<file path="src/hdl/y86_fetch_pkg.sv">
`default_nettype none

package y86_fetch_pkg;

    // longest y86 instruction in bytes
    localparam int WINDOW_BYTES = 10;

    // data and address word
    typedef logic [63:0] word_t;
    // one memory byte
    typedef logic [7:0] byte_t;
    // icode, ifun, register id
    typedef logic [3:0] nibble_t;
    // pipeline status code
    typedef logic [2:0] stat_t;
    // bytes pc .. pc+9 with byte 0 in the low bits
    typedef logic [WINDOW_BYTES*8-1:0] window_t;

    // instruction memory geometry
    localparam int IMEM_AW = 16;
    localparam int IMEM_BYTES = 65536;

    // fetch address after reset
    localparam word_t RESET_PC = 64'h0;

    // opcodes, low nibble of byte 0
    localparam nibble_t I_HALT = 4'h0;
    localparam nibble_t I_NOP = 4'h1;
    // also cmovXX
    localparam nibble_t I_RRMOVQ = 4'h2;
    localparam nibble_t I_IRMOVQ = 4'h3;
    localparam nibble_t I_RMMOVQ = 4'h4;
    localparam nibble_t I_MRMOVQ = 4'h5;
    localparam nibble_t I_OPQ = 4'h6;
    localparam nibble_t I_JXX = 4'h7;
    localparam nibble_t I_CALL = 4'h8;
    localparam nibble_t I_RET = 4'h9;
    localparam nibble_t I_PUSHQ = 4'ha;
    localparam nibble_t I_POPQ = 4'hb;

    // status codes
    localparam stat_t S_AOK = 3'd0;
    localparam stat_t S_ADR = 3'd2;
    localparam stat_t S_INS = 3'd3;
    localparam stat_t S_HLT = 3'd4;

    // register id meaning no register
    localparam nibble_t R_NONE = 4'hf;

endpackage

`default_nettype wire

</file>
<file path="src/hdl/inst_split.sv">
`timescale 1ns/1ns
`default_nettype none

module inst_split
(
    input wire y86_fetch_pkg::word_t pc,
    input wire y86_fetch_pkg::window_t window,
    input wire imem_error,

    output y86_fetch_pkg::nibble_t icode,
    output y86_fetch_pkg::nibble_t ifun,
    output y86_fetch_pkg::nibble_t ra,
    output y86_fetch_pkg::nibble_t rb,
    output y86_fetch_pkg::word_t valc,
    output y86_fetch_pkg::word_t valp,
    output y86_fetch_pkg::stat_t stat
);

    // instruction has a register byte
    logic need_regids;
    // constant starts after the regids or right after byte 0
    logic valc_at_2;
    logic valc_at_1;
    // icode/ifun combination is legal
    logic inst_valid;
    // length in bytes from 1 to 10
    logic [3:0] ilen;

    // icode in the low nibble and ifun in the high one
    assign icode = window[3:0];
    assign ifun = window[7:4];

    // decode classes per icode
    always_comb
    begin
        need_regids = 1'b0;
        valc_at_2 = 1'b0;
        valc_at_1 = 1'b0;
        case (icode)
            y86_fetch_pkg::I_RRMOVQ,
            y86_fetch_pkg::I_OPQ,
            y86_fetch_pkg::I_PUSHQ,
            y86_fetch_pkg::I_POPQ:
            begin
                need_regids = 1'b1;
            end
            y86_fetch_pkg::I_IRMOVQ,
            y86_fetch_pkg::I_RMMOVQ,
            y86_fetch_pkg::I_MRMOVQ:
            begin
                need_regids = 1'b1;
                valc_at_2 = 1'b1;
            end
            y86_fetch_pkg::I_JXX,
            y86_fetch_pkg::I_CALL:
            begin
                valc_at_1 = 1'b1;
            end
            default:
            begin
                // halt, nop, ret and bad icodes
                need_regids = 1'b0;
            end
        endcase
    end

    // ra in the low nibble of byte 1
    assign ra = need_regids ? window[11:8] : y86_fetch_pkg::R_NONE;
    assign rb = need_regids ? window[15:12] : y86_fetch_pkg::R_NONE;

    // little-endian constant already byte ordered in the window
    always_comb
    begin
        if (valc_at_2)
        begin
            valc = window[79:16];
        end
        else if (valc_at_1)
        begin
            valc = window[71:8];
        end
        else
        begin
            valc = '0;
        end
    end

    // ifun legality per icode
    always_comb
    begin
        case (icode)
            y86_fetch_pkg::I_OPQ:
                inst_valid = (ifun <= 4'd3);
            y86_fetch_pkg::I_JXX,
            y86_fetch_pkg::I_RRMOVQ:
                inst_valid = (ifun <= 4'd6);
            y86_fetch_pkg::I_HALT,
            y86_fetch_pkg::I_NOP,
            y86_fetch_pkg::I_IRMOVQ,
            y86_fetch_pkg::I_RMMOVQ,
            y86_fetch_pkg::I_MRMOVQ,
            y86_fetch_pkg::I_CALL,
            y86_fetch_pkg::I_RET,
            y86_fetch_pkg::I_PUSHQ,
            y86_fetch_pkg::I_POPQ:
                inst_valid = (ifun == 4'd0);
            default:
                // icode 12..15
                inst_valid = 1'b0;
        endcase
    end

    // length follows the operand layout
    // bad instructions step one byte
    always_comb
    begin
        if (!inst_valid)
        begin
            ilen = 4'd1;
        end
        else if (valc_at_2)
        begin
            ilen = 4'd10;
        end
        else if (valc_at_1)
        begin
            ilen = 4'd9;
        end
        else if (need_regids)
        begin
            ilen = 4'd2;
        end
        else
        begin
            ilen = 4'd1;
        end
    end

    assign valp = pc + y86_fetch_pkg::word_t'(ilen);

    // INS beats ADR beats HLT
    always_comb
    begin
        if (!inst_valid)
            stat = y86_fetch_pkg::S_INS;
        else if (imem_error)
            stat = y86_fetch_pkg::S_ADR;
        else if (icode == y86_fetch_pkg::I_HALT)
            stat = y86_fetch_pkg::S_HLT;
        else
            stat = y86_fetch_pkg::S_AOK;
    end

endmodule

`default_nettype wire

</file>
<file path="config.mk">
export PLATFORM = sky130hd
export DESIGN_NAME = inst_split
export DESIGN_NICKNAME = d
export VERILOG_FILES = /design/src/hdl/y86_fetch_pkg.sv /design/src/hdl/inst_split.sv
export SDC_FILE = /design/constraint.sdc
export NUM_CORES = 1
export LEC_CHECK = 0
export BUFFER_PORTS_ARGS = -buffer_cell sky130_fd_sc_hd__buf_2
export CORE_AREA = 3 3 113 115
export DETAILED_ROUTE_END_ITERATION = 16
export DIE_AREA = 0 0 116 118
export GPL_ROUTABILITY_DRIVEN = 0
export PLACE_DENSITY_LB_ADDON = 0.1
export REMOVE_ABC_BUFFERS = 1
export SYNTH_ARGS = -nofsm -noshare
export SYNTH_HDL_FRONTEND = slang
export SYNTH_SLANG_ARGS = --single-unit
</file>
<file path="constraint.sdc">
create_clock -name vclk -period 4.3
set_input_delay 0.43 -clock vclk [all_inputs]
set_output_delay 0.43 -clock vclk [all_outputs]
set_load 0.01 [all_outputs]
</file>
==> flow_summary.yaml <==
pwr:
  p_comb_frac: 1.000
  powerDensity_nw_per_um2: 95.18
  vdd.ir_drop.worst_mv: 0.04433
  power_leakage_nw: 2.061
  switching_share_of_power: 0.5525
  p_switching_mw: 0.2058
  power_report.internal_total_mw: 0.1667
  clock_power_share: 0
  sequential_power_share: 0
global_routing:
  grt_start_max_net_pins: 65
  via_count_of_the_first_global_routing_pass: 3745
  track_usage: 0.1788
  number_of_antenna_violations_at_the_first_check_in_global_routing: 1
  global_route.overflow_total: 0
  grt_pass1_wl_mm: 20.10
synth:
  seq_area_frac_synth: 0
  synth_area_leaders: "sky130_fd_sc_hd__a22o_1 24%, sky130_fd_sc_hd__xor2_1 15%, sky130_fd_sc_hd__xnor2_1 8.2%"
  yosys.area.top_type: "sky130_fd_sc_hd__a22o_1"
  synth_area_sq_um: 2342
  post_synth.cell_area_avg_sq_um: 6.829
  instance_count_of_the_mapped_netlist: 343
  post_synth_num_cell_types: 39
  ys.warnings.count: 0
  share_of_yosys_cell_area_claimed_by_the_top_area_cell_type: 0.2393
cts:
  cts_resized: 0
  post_cts_buffers: 0
  cts_hold_repair.buffers: 0
timing:
  setup_viol: 0
  maxSlewHeadroom: 0.5831
  final-max-slew-violation-count: 0
  timing_hold_violations_final: 0
  least_margin_pin_slew_ns: 0.6196
  maxClockFrequency_mhz: 256.3
  rsz0062_at_grt: "no"
  period_share: 0.9073
  final_period_minus_worst_setup_slack_ns: 3.901
  fin_worst_hold_slack_ns: 1.072
  setup_tns_ns: 0
  postLayoutSetupSlackWorst_ns: 0.3986
final_layout:
  layout-drive-gt1-share: 0.5252
  commonest_non_fill_non_tap_cell_in_the_layout: "sky130_fd_sc_hd__buf_2"
  layout_common_cells: "292 x sky130_fd_sc_hd__buf_2, 64 x sky130_fd_sc_hd__a22o_1, 40 x sky130_fd_sc_hd__xor2_1"
  layout.clock_buffers: 0
  flops_and_latches: 0
  layout.area.seq_sq_um: 0
  synthToLayoutAreaGrowth_pct: 67.09
  layout.nets: 766
  multiInputGateArea_sq_um: 2187
  n_fill_cell: 1340
floorplanning:
  fp.dieW_um: 116
  total_die_area_sq_um: 13690
  die_height_um: 118
  core_region_area_sq_um: 11910
  floorplan.rows: 40
  pin_count: 292
  initial_core_utilization: 0.1966
route:
  route.vias.total: 3738
  ant_nets: 0
  route.detailed.drc: 0
  routed_wirelength_mm: 13.31
  viasPerCell: 4.899
  routed_wire_length_per_instance_um: 17.44
  detail_route.first_pass.iterations: 4
  dr.first_iter.drc_count: 164
critical_path:
  setup.worst_path.start_class: "input pin"
  critPathRequiredTime_ns: 3.87
  cp.arrival_ns: 3.47
  worst_setup_path_endpoint: "valp[58]"
  timing.critical_path.from: "window[0]"
  critical_path_type: "input pin to output pin"
  critical_path_peak_fanout: 6
  crit_path_capture_type: "output pin"
min_path:
  min-delay-path-class: "input pin to output pin"
place:
  detailed_place_hpwl_mm: 11.56
  dp_slack_ns: 0.3954
  buffer_ports.inserted: 292
run:
  number_of_max_capacitance_violations_reported: 0
status:
  status: "finished, final reports clean"
[worst max-delay path, stage by stage]
cell and delay, ns:
sky130_fd_sc_hd__buf_2 0.14, sky130_fd_sc_hd__nor2b_1 0.16, sky130_fd_sc_hd__a2111oi_0 0.40, sky130_fd_sc_hd__o21ai_1 0.21, sky130_fd_sc_hd__or2_2 0.33, sky130_fd_sc_hd__ha_1 0.21
sky130_fd_sc_hd__fa_1 0.41, sky130_fd_sc_hd__a31oi_1 0.32, sky130_fd_sc_hd__nor3_1 0.14, sky130_fd_sc_hd__nand4_1 0.31, sky130_fd_sc_hd__nor3_1 0.11, sky130_fd_sc_hd__xor2_1 0.15
sky130_fd_sc_hd__buf_2 0.15
[area by class of cell]
| cell class | count | share of cell area |
|---|---|---|
| well taps | 147 | 0.04699 |
| inverters | 11 | 0.01055 |
| multi-input cells | 307 | 0.5588 |
| repair buffers | 297 | 0.3830 |
| diodes | 1 | 0.0006394 |
[power by group through the flow]
stage          logic, mW  clock network [mW]  registers [mW]
2_1_floorplan      0.160                   0               0
3_3_place_gp       0.373                   0               0
3_5_place_dp       0.372                   0               0
4_1_cts            0.375                   0               0
5_1_grt            0.406        0.0000000311               0
6_report           0.372        0.0000000312               0
[synthesized netlist by cell type]
cell type	instances
sky130_fd_sc_hd__a2111oi_0	1
sky130_fd_sc_hd__a21o_1	2
sky130_fd_sc_hd__a21oi_1	2
sky130_fd_sc_hd__a22o_1	64
sky130_fd_sc_hd__a31o_2	1
sky130_fd_sc_hd__a31oi_1	2
sky130_fd_sc_hd__and2_1	2
sky130_fd_sc_hd__and3_1	8
sky130_fd_sc_hd__and4_1	1
sky130_fd_sc_hd__buf_1	2
sky130_fd_sc_hd__buf_2	1
sky130_fd_sc_hd__buf_4	8
sky130_fd_sc_hd__buf_6	1
sky130_fd_sc_hd__clkbuf_1	13
sky130_fd_sc_hd__fa_1	1
sky130_fd_sc_hd__ha_1	3
sky130_fd_sc_hd__inv_1	11
sky130_fd_sc_hd__mux2i_1	2
sky130_fd_sc_hd__nand2_1	29
sky130_fd_sc_hd__nand3_1	17
sky130_fd_sc_hd__nand3_2	2
sky130_fd_sc_hd__nand4_1	19
sky130_fd_sc_hd__nand4_2	2
sky130_fd_sc_hd__nor2_1	26
sky130_fd_sc_hd__nor2b_1	2
sky130_fd_sc_hd__nor3_1	24
sky130_fd_sc_hd__nor4_1	8
sky130_fd_sc_hd__nor4_2	7
sky130_fd_sc_hd__nor4b_1	1
sky130_fd_sc_hd__o21ai_0	1
sky130_fd_sc_hd__o21ai_1	1
sky130_fd_sc_hd__o32a_1	1
sky130_fd_sc_hd__or2_0	1
sky130_fd_sc_hd__or2_2	11
sky130_fd_sc_hd__or3_1	2
sky130_fd_sc_hd__or3_4	1
sky130_fd_sc_hd__or4_1	1
sky130_fd_sc_hd__xnor2_1	22
sky130_fd_sc_hd__xor2_1	40
[logic make-up after synthesis]
logic type,Yosys count,share of synthesized area
multiplexers,2,0.008547
adder cells (fa/ha/maj),4,0.02457
AND/OR/NAND/NOR,164,0.3894
AO/OA/AOI/OAI,75,0.2714
XOR/XNOR,62,0.2318
buffers and inverters,36,0.07425
[layer usage]
metal | track usage | wire (um) | share of wire | up-vias
li1 | - | - | - | 1830
met2 | 0.3353 | 6942 | 0.52 | 166
met1 | 0.2031 | 4992 | 0.38 | 1724
met3 | 0.04216 | 1096 | 0.082 | 18
met5 | 0 | 0 | 0 | -
met4 | 0.03191 | 275 | 0.021 | 0
[stage by stage]
step	total power, mW	util	cells	cell area [sq um]
floorplan	0.1603	-	318	2210
global placement	0.3729	0.3284	762	3911
detailed placement	0.3717	0.3284	762	3911
CTS	0.3746	0.3284	762	3911
global route	0.4062	0.3286	763	3914
finish	0.3725	0.3286	763	3914
[worst min-delay path by stage]
| stage | startpoint | end | slack (ns) | cells past startpoint |
|---|---|---|---|---|
| 2_1_floorplan | window[0] | icode[0] | 0.86 | 0 |
| 3_3_place_gp | window[4] | ifun[0] | 1.08 | 2 |
| 3_5_place_dp | window[4] | ifun[0] | 1.07 | 2 |
| 4_1_cts | window[4] | ifun[0] | 1.07 | 2 |
| 5_1_grt | window[4] | ifun[0] | 1.09 | 2 |
| 6_report | window[4] | ifun[0] | 1.07 | 2 |
Power figures use the tool's default switching activity.
