--- src/hdl/y86_fetch_pkg.sv ---
`default_nettype none

package y86_fetch_pkg;

    // longest y86 instruction in bytes
    localparam int WINDOW_BYTES = 10;

    // data and address word
    typedef logic [63:0] word_t;
    // one memory byte
    typedef logic [7:0] byte_t;
    // icode, ifun, register id
    typedef logic [3:0] nibble_t;
    // pipeline status code
    typedef logic [2:0] stat_t;
    // bytes pc .. pc+9 with byte 0 in the low bits
    typedef logic [WINDOW_BYTES*8-1:0] window_t;

    // instruction memory geometry
    localparam int IMEM_AW = 16;
    localparam int IMEM_BYTES = 65536;

    // fetch address after reset
    localparam word_t RESET_PC = 64'h0;

    // opcodes, low nibble of byte 0
    localparam nibble_t I_HALT = 4'h0;
    localparam nibble_t I_NOP = 4'h1;
    // also cmovXX
    localparam nibble_t I_RRMOVQ = 4'h2;
    localparam nibble_t I_IRMOVQ = 4'h3;
    localparam nibble_t I_RMMOVQ = 4'h4;
    localparam nibble_t I_MRMOVQ = 4'h5;
    localparam nibble_t I_OPQ = 4'h6;
    localparam nibble_t I_JXX = 4'h7;
    localparam nibble_t I_CALL = 4'h8;
    localparam nibble_t I_RET = 4'h9;
    localparam nibble_t I_PUSHQ = 4'ha;
    localparam nibble_t I_POPQ = 4'hb;

    // status codes
    localparam stat_t S_AOK = 3'd0;
    localparam stat_t S_ADR = 3'd2;
    localparam stat_t S_INS = 3'd3;
    localparam stat_t S_HLT = 3'd4;

    // register id meaning no register
    localparam nibble_t R_NONE = 4'hf;

endpackage

`default_nettype wire

--- src/hdl/pc_select.sv ---
`timescale 1ns/1ns
`default_nettype none

module pc_select
(
    input wire clk,
    input wire arst_n,

    // redirect sources from later stages
    input wire y86_fetch_pkg::nibble_t w_icode,
    input wire y86_fetch_pkg::nibble_t m_icode,
    input wire m_cnd,
    input wire y86_fetch_pkg::word_t w_valm,
    input wire y86_fetch_pkg::word_t m_vala,

    // decoded fields of the instruction at pc
    input wire y86_fetch_pkg::nibble_t icode,
    input wire y86_fetch_pkg::word_t valc,
    input wire y86_fetch_pkg::word_t valp,

    output y86_fetch_pkg::word_t pc,
    output y86_fetch_pkg::word_t pred_pc
);

    // predicted pc held in the F stage register
    y86_fetch_pkg::word_t pred_q;

    // ret in write-back wins since its target is only known now
    // then a not-taken jump in memory whose valA carries the fall-through
    // otherwise follow the prediction
    always_comb
    begin
        if (w_icode == y86_fetch_pkg::I_RET)
        begin
            pc = w_valm;
        end
        else if (m_icode == y86_fetch_pkg::I_JXX && !m_cnd)
        begin
            pc = m_vala;
        end
        else
        begin
            pc = pred_q;
        end
    end

    // jumps predicted taken
    // call always goes to its target
    always_comb
    begin
        if (icode == y86_fetch_pkg::I_JXX || icode == y86_fetch_pkg::I_CALL)
        begin
            pred_pc = valc;
        end
        else
        begin
            // ret also lands here and is corrected from write-back
            pred_pc = valp;
        end
    end

    // one fetch per clock with no stall
    always_ff @(posedge clk or negedge arst_n)
    begin
        if (!arst_n)
        begin
            pred_q <= y86_fetch_pkg::RESET_PC;
        end
        else
        begin
            pred_q <= pred_pc;
        end
    end

endmodule

`default_nettype wire

--- config.mk ---
export PLATFORM = sky130hd
export DESIGN_NAME = pc_select
export DESIGN_NICKNAME = d
export VERILOG_FILES = /design/src/hdl/y86_fetch_pkg.sv /design/src/hdl/pc_select.sv
export SDC_FILE = /design/constraint.sdc
export NUM_CORES = 1
export LEC_CHECK = 0
export ABC_AREA = 1
export ABC_CLOCK_PERIOD_IN_PS = 900
export BUFFER_PORTS_ARGS = -buffer_cell sky130_fd_sc_hd__buf_2
export CORE_AREA = 2 2 154 156
export CTS_CLUSTER_SIZE = 10
export DETAILED_ROUTE_END_ITERATION = 8
export DIE_AREA = 0 0 156 158
export PLACE_DENSITY_LB_ADDON = 0.3
export SKIP_LAST_GASP = 1
export SLEW_MARGIN = 20
export SYNTH_ARGS = -nofsm -noshare
export SYNTH_HDL_FRONTEND = slang
export SYNTH_SLANG_ARGS = --single-unit
--- constraint.sdc ---
create_clock -name clk -period 0.9 [get_ports clk]
set_input_delay 0 -clock clk [delete_from_list [all_inputs] [get_ports clk]]
set_output_delay 0 -clock clk [all_outputs]
set_load 0.03 [all_outputs]
==> metrics.csv, run 1 <==
metric,value,unit
residual overflow from global routing,0,
Max Clk Rate,867.2,MHz
number of clock buffers inserted by TritonCTS,9,
VDD IR max,0.6806,mV
total of hold buffers inserted after clock tree synthesis,2,
syn avg cell area,6.521,µm²
unrepaired setup endpoints after global routing,true,
headroom to the max-slew limit,0.6971,
PnR Total Power,13.68,mW
number of buffers between clock root and the deepest sink,2,
nature of the critical path endpoint,output pin,
number of distinct standard cells referenced by the synthesized netlist,15,
start-to-end type of the worst setup path,primary input to output pin,
number of antenna violations at the first check in global routing,1,
router iterations before antenna repair,5,
ratio of final minimum period to clock period,1.281,
cell area after placement,0.007410,mm²
Filler cells,2144,
routed wire length,27630,µm
Die W,156,µm
Rows,56,
maximum level of the CTS H-tree,3,
Worst-path clk slew,0.06,ns
wire length of the first global-routing pass,37070,µm
total routing resource utilization after global routing,0.2004,
cell at the root of the clock tree,sky130_fd_sc_hd__clkbuf_16,
max FFs per register,64,
maximum fanout encountered on the critical timing path,8,
post-detailed-route wirelength per cell,17.67,µm
iteration-0 DRC count of the detailed router,432,
Hold WS,-0.09596,ns
Setup TNS,-23.56,ns
number of buffers added on ports,398,
synth-to-layout area growth,120.4,%
Hold WC Path Type,primary input to register,
area used by sequential logic in the layout,0.001602,mm²
final antenna-violating net count,0,
number of placed I/O pins,399,
result of the run,finished with violations,
clock tree sinks,64,
share of the core filled with cells in the final layout,0.4807,
largest stage delay on the critical path,0.21,ns
number of instances in the synthesized netlist,771,
sum of net half-perimeters after detailed placement,15760,µm
remaining design rule violation count,0,
Final nets,1539,
multi-input gate area in the final layout,0.003649,mm²
registers with the highest flip-flop counts,pred_q (64),
number of max-cap violations,0,
shortest clock period the worst path allows after layout,1.153,ns
power density over the cells,1234,mW/mm²
hold path cells,3,
DR vias/cell,4.500,
Post-Syn Area,0.005027,mm²
Initial Utilization,0.2181,
startpoint kind of the worst setup timing path,primary input,
final design instance area without fill,0.01108,mm²
Via Count,7033,
critical path data required time,0.90,ns
count of endpoints failing hold in the final timing report,17,
Worst Hold Path EP,pred_q[8],
post-synthesis register bit count,64,
total count of max-transition violations in the final report,0,
Static Leak,6.113,nW
slew of the pin with the lowest slew margin,0.4544,ns
synthesized netlist net count,1042,
failing checks,"hold timing, setup timing",
sequential area share after synthesis,0.3186,
number of setup violations in the final report,145,
endpoint arrival time on the critical path,1.15,ns
largest net degree at the start of global routing,65,
Core Area,0.02305,mm²
warnings from Yosys,0,
gpl congestion,0.8452,
number of global-route vias before repair,6686,
die footprint,0.02465,mm²
TritonCTS clock tree,built,
startpoint of the worst hold path,valp[8],
Biggest register,pred_q,
Worst Slack Setup Final,-0.2531,ns
critical path cell sequence,buf_8 > o22ai_4 > buf_6 > nand2_8 > buf_12 > buf_16 > nand2_4 > nand2_4 > buf_6,
highest-delay cell along the critical path,sky130_fd_sc_hd__o22ai_4,
fraction of layout cells with a size suffix above 1,0.6352,
height of the chip,158,µm
-- final cells by class --
cell class,instances,share of cell area
Timing Repair Buffer,539,0.4251
Multi-Input combinational cell,523,0.3293
Sequential cell,64,0.1445
Inverter,131,0.04505
Tap cell,290,0.03275
Clock buffer,11,0.02100
Clock inverter,4,0.002033
Antenna cell,1,0.0002258
-- worst max-delay path by stage --
stage / slack, ns / end / startpoint / cells past startpoint
global route: -0.32 / pc[1] / pred_q[1] / 5
detailed placement: -0.25 / pred_pc[32] / icode[0] / 6
finish: -0.25 / pred_pc[37] / icode[0] / 9
floorplan: 0.03 / pred_q[10] / icode[1] / 7
global placement: -0.24 / pred_pc[55] / icode[0] / 6
CTS: -0.28 / pc[54] / pred_q[54] / 5
-- synthesized netlist by cell type --
library cell	instances	area [µm²]
sky130_fd_sc_hd__clkbuf_4	1	7.510
sky130_fd_sc_hd__nand3_1	193	965.9
sky130_fd_sc_hd__o22ai_2	1	12.51
sky130_fd_sc_hd__inv_1	130	488.0
sky130_fd_sc_hd__buf_12	12	240.2
sky130_fd_sc_hd__inv_2	1	3.750
sky130_fd_sc_hd__nand2_2	2	12.51
sky130_fd_sc_hd__nor2_1	1	3.750
sky130_fd_sc_hd__buf_2	1	5.000
sky130_fd_sc_hd__clkbuf_8	18	247.7
sky130_fd_sc_hd__buf_6	14	157.7
sky130_fd_sc_hd__nor2_2	2	12.51
sky130_fd_sc_hd__dfrtp_1	64	1602
sky130_fd_sc_hd__buf_4	7	52.55
sky130_fd_sc_hd__nand2_1	324	1216
-- critical path: cells and delay by family --
family          cells  cell delay, ns
buf+inv             5            0.70
simple gates        3            0.22
compound gates      1            0.21
-- cells in the final DEF (no fill, tap or decap), types with 12 or more instances in the layout --
master,instances
sky130_fd_sc_hd__inv_1,121
sky130_fd_sc_hd__buf_4,61
sky130_fd_sc_hd__nand2_4,92
sky130_fd_sc_hd__nand3_4,14
sky130_fd_sc_hd__buf_6,163
sky130_fd_sc_hd__clkbuf_16,12
sky130_fd_sc_hd__nand2_2,64
sky130_fd_sc_hd__buf_12,23
sky130_fd_sc_hd__buf_16,15
sky130_fd_sc_hd__nand2_1,169
sky130_fd_sc_hd__dfrtp_1,64
sky130_fd_sc_hd__buf_2,265
sky130_fd_sc_hd__nand3_2,74
sky130_fd_sc_hd__nand3_1,105
-- cell families after synthesis --
group	count (synthesis)	synth area share
AND/OR/NAND/NOR	522	0.4398
buffers and inverters	184	0.2392
flip-flops	64	0.3186
AO/OA/AOI/OAI	1	0.002488
-- report_power, final --
group          total [mW]  switching, mW  leakage [nW]  internal [mW]
combinational        7.27           3.88          5.23           3.39
sequential           3.23         0.0857         0.759           3.14
clock                3.18           1.34         0.125           1.84
total                13.7           5.31          6.11           8.37
-- per-stage QoR --
step | worst slack, ns | cells
CTS | -0.2799 | 1567
global placement | -0.2379 | 1459
finish | -0.2531 | 1563
floorplan | 0.02740 | 771
global route | -0.3177 | 1563
detailed placement | -0.2522 | 1459
-- layer usage --
| metal | track usage | part of all wire | vias up |
|---|---|---|---|
| met1 | 0.2395 | 0.39 | 3314 |
| met3 | 0.03422 | 0.058 | 51 |
| met2 | 0.3595 | 0.53 | 324 |
| li1 | - | - | 3344 |
| met5 | 0 | 0 | - |
| met4 | 0.07689 | 0.028 | 0 |
-- timing repair --
action / in CTS / in global routing
endpoints found under the hold margin: 99 / 24
resized for setup: 386 / 252
gates cloned: 19 / 3
endpoints found under the setup margin: 128 / 167
pin swaps: 51 / 53
setup buffers: 73 / 21
Power figures use the tool's default switching activity.
==> run 2: changes to the inputs <==
--- a/config.mk
+++ b/config.mk
@@ -8,11 +8,12 @@
 export ABC_AREA = 1
 export ABC_CLOCK_PERIOD_IN_PS = 900
 export BUFFER_PORTS_ARGS = -buffer_cell sky130_fd_sc_hd__buf_2
-export CORE_AREA = 2 2 154 156
+export CORE_AREA = 2 2 155 157
 export CTS_CLUSTER_SIZE = 10
 export DETAILED_ROUTE_END_ITERATION = 8
-export DIE_AREA = 0 0 156 158
+export DIE_AREA = 0 0 157 159
 export PLACE_DENSITY_LB_ADDON = 0.3
+export REMOVE_ABC_BUFFERS = 1
 export SKIP_LAST_GASP = 1
 export SLEW_MARGIN = 20
 export SYNTH_ARGS = -nofsm -noshare
==> run 2 against run 1 <==
Against the previous run:
- wire length increased by 15%
- cell count grew 2.4%
- non-clock buffer count up 10
- the run still ends with hold timing, setup timing left
- highest routed layer unchanged
- cell area grew 2.0%
- hold slack worse by 0.0031 ns
- critical path type unchanged
- power up 2.2%
- sequential share of layout area fell by 0.28 points
==> metrics.csv, run 2 (synthesized netlist as in run 1, its figures left out) <==
metric,value,unit,change
critical path depth,11,,was 9
wire length of the first global-routing pass,38430,µm,was 37070 µm
number of buffers between clock root and the deepest sink,2,,unchanged
clock tree sinks,64,,unchanged
share of the core filled with cells in the final layout,0.4871,,was 0.4807
"commonest cells after routing, fill and taps aside","sky130_fd_sc_hd__buf_2 (263), sky130_fd_sc_hd__nand2_1 (161), sky130_fd_sc_hd__buf_6 (150)",,"was sky130_fd_sc_hd__buf_2 (265), sky130_fd_sc_hd__nand2_1 (169), sky130_fd_sc_hd__buf_6 (163)"
fraction of layout cells with a size suffix above 1,0.6295,,was 0.6352
DR vias/cell,4.558,,was 4.500
endpoint arrival time on the critical path,1.17,ns,was 1.15 ns
Rows,56,,unchanged
nature of the critical path endpoint,output pin,,unchanged
Final nets,1549,,was 1539
synth-to-layout area growth,124.7,%,was 120.4%
residual overflow from global routing,0,,unchanged
post-detailed-route wirelength per cell,19.80,µm,was 17.67 µm
total count of max-transition violations in the final report,0,,unchanged
Worst-path clk slew,0.06,ns,about the same
number of antenna violations at the first check in global routing,0,,was 1
Hold WS,-0.09903,ns,was -0.09596 ns
Initial Utilization,0.2168,,was 0.2181
Core Area,0.02319,mm²,was 0.02305 mm²
gpl congestion,0.8422,,was 0.8452
Via Count,7298,,was 7033
sum of net half-perimeters after detailed placement,16360,µm,was 15760 µm
Max Clk Rate,856.1,MHz,was 867.2 MHz
failing checks,"hold timing, setup timing",,unchanged
number of max-cap violations,0,,unchanged
hold path cells,3,,unchanged
Hold WC Path Type,primary input to register,,unchanged
routed wire length,31690,µm,was 27630 µm
power density over the cells,1238,mW/mm²,was 1234 mW/mm²
critical path cell sequence,buf_6 > nand2_4 > nor2_4 > buf_12 > nand2_8 > buf_12 > clkbuf_16 > nand2_1 > nand3_1 > nand2_1 > buf_6,,was buf_8 > o22ai_4 > buf_6 > nand2_8 > buf_12 > buf_16 > nand2_4 > nand2_4 > buf_6
maximum fanout encountered on the critical timing path,7,,was 8
number of buffers added on ports,398,,unchanged
VDD IR max,0.7759,mV,was 0.6806 mV
registers with the highest flip-flop counts,pred_q (64),,unchanged
ratio of final minimum period to clock period,1.298,,was 1.281
max FFs per register,64,,unchanged
total routing resource utilization after global routing,0.2051,,was 0.2004
Static Leak,6.174,nW,was 6.113 nW
largest net degree at the start of global routing,65,,unchanged
count of endpoints failing hold in the final timing report,17,,unchanged
startpoint kind of the worst setup timing path,primary input,,unchanged
Worst Slack Setup Final,-0.2681,ns,was -0.2531 ns
shortest clock period the worst path allows after layout,1.168,ns,was 1.153 ns
router iterations before antenna repair,5,,unchanged
die footprint,0.02496,mm²,was 0.02465 mm²
slew of the pin with the lowest slew margin,0.4601,ns,was 0.4544 ns
remaining design rule violation count,0,,unchanged
total of hold buffers inserted after clock tree synthesis,3,,was 2
highest-delay cell along the critical path,sky130_fd_sc_hd__clkbuf_16,,was sky130_fd_sc_hd__o22ai_4
headroom to the max-slew limit,0.6933,,was 0.6971
number of placed I/O pins,399,,unchanged
CP endpoint,pc[16],,was pred_pc[37]
Ant. Diodes,0,,was 1
height of the chip,159,µm,was 158 µm
"most common cell after layout, fill and taps aside",sky130_fd_sc_hd__buf_2,,unchanged
Biggest register,pred_q,,unchanged
unrepaired setup endpoints after global routing,true,,unchanged
cell at the root of the clock tree,sky130_fd_sc_hd__clkbuf_16,,unchanged
Filler cells,2174,,was 2144
iteration-0 DRC count of the detailed router,512,,was 432
number of clock buffers inserted by TritonCTS,9,,unchanged
largest stage delay on the critical path,0.17,ns,was 0.21 ns
result of the run,finished with violations,,unchanged
start-to-end type of the worst setup path,primary input to output pin,,unchanged
critical path data required time,0.90,ns,about the same
TritonCTS clock tree,built,,unchanged
Worst setup startpoint,m_icode[0],,was icode[0]
maximum level of the CTS H-tree,3,,unchanged
number of setup violations in the final report,135,,was 145
CP bufs+invs,5,,unchanged
family with the most delay on the worst path,buffers and inverters,,unchanged
number of global-route vias before repair,6870,,was 6686
final antenna-violating net count,0,,unchanged
Die W,157,µm,was 156 µm
run 2: changes by cell type in the layout (fill, tap and decap cells not counted), sizes merged:
cell	previous run	this run
buf	533	532
bufbuf	1	0
clkbuf	14	25
clkinv	3	0
clkinvlp	1	4
diode	1	0
dlygate4sd3	2	3
run 2: stage by stage:
stage	cells	setup slack [ns]	total power, mW	area (µm²)	setup TNS (ns)
after floorplan	718	-1.915	5.595	4317	-348.25
after global placement	1467	-0.3314	7.433	7146	-39.51
after detailed placement	1467	-0.3563	7.439	7146	-40.61
after CTS	1566	-0.2681	12.93	9811	-23.87
after global routing	1601	-0.3206	14.57	11300	-30.85
final	1601	-0.2681	13.98	11300	-25.36
run 2: final cells by class:
class	instances	area, µm²	share of cell area
flip-flops and latches	64	1602	0.1418
well taps	319	399.1	0.03533
clock inverters	4	30.03	0.002658
inverters	131	499.2	0.04419
clock buffers	11	252.7	0.02237
repair buffers	549	5015	0.4439
multi-input cells	523	3500	0.3098
run 2: power breakdown:
group	internal [mW]	switching [mW]
registers	3.14	0.0792
logic	3.38	3.96
clock network	2.00	1.41
total	8.53	5.45
run 2: worst min-delay path by stage:
stage	start	slack, ns	to
after floorplan	arst_n	-0.30	pred_q[0]
after global placement	arst_n	0.03	pred_q[46]
after detailed placement	arst_n	0.04	pred_q[46]
after CTS	valp[16]	-0.12	pred_q[16]
after global routing	valp[21]	-0.11	pred_q[21]
final	valp[21]	-0.1	pred_q[21]
run 2: timing repair:
action | CTS | global route
pin swaps | 51 | 89
resized for setup | 411 | 271
hold endpoints to repair | 116 | 22
buffers inserted | 66 | 26
setup endpoints to repair | 128 | 134
gates cloned | 15 | 18
run 2: layer usage:
metal / GRT usage / routed length (µm)
met1: 0.2424 / 12080
met2: 0.3622 / 16130
met3: 0.04273 / 2471
met4: 0.07590 / 1015
met5: 0 / 0
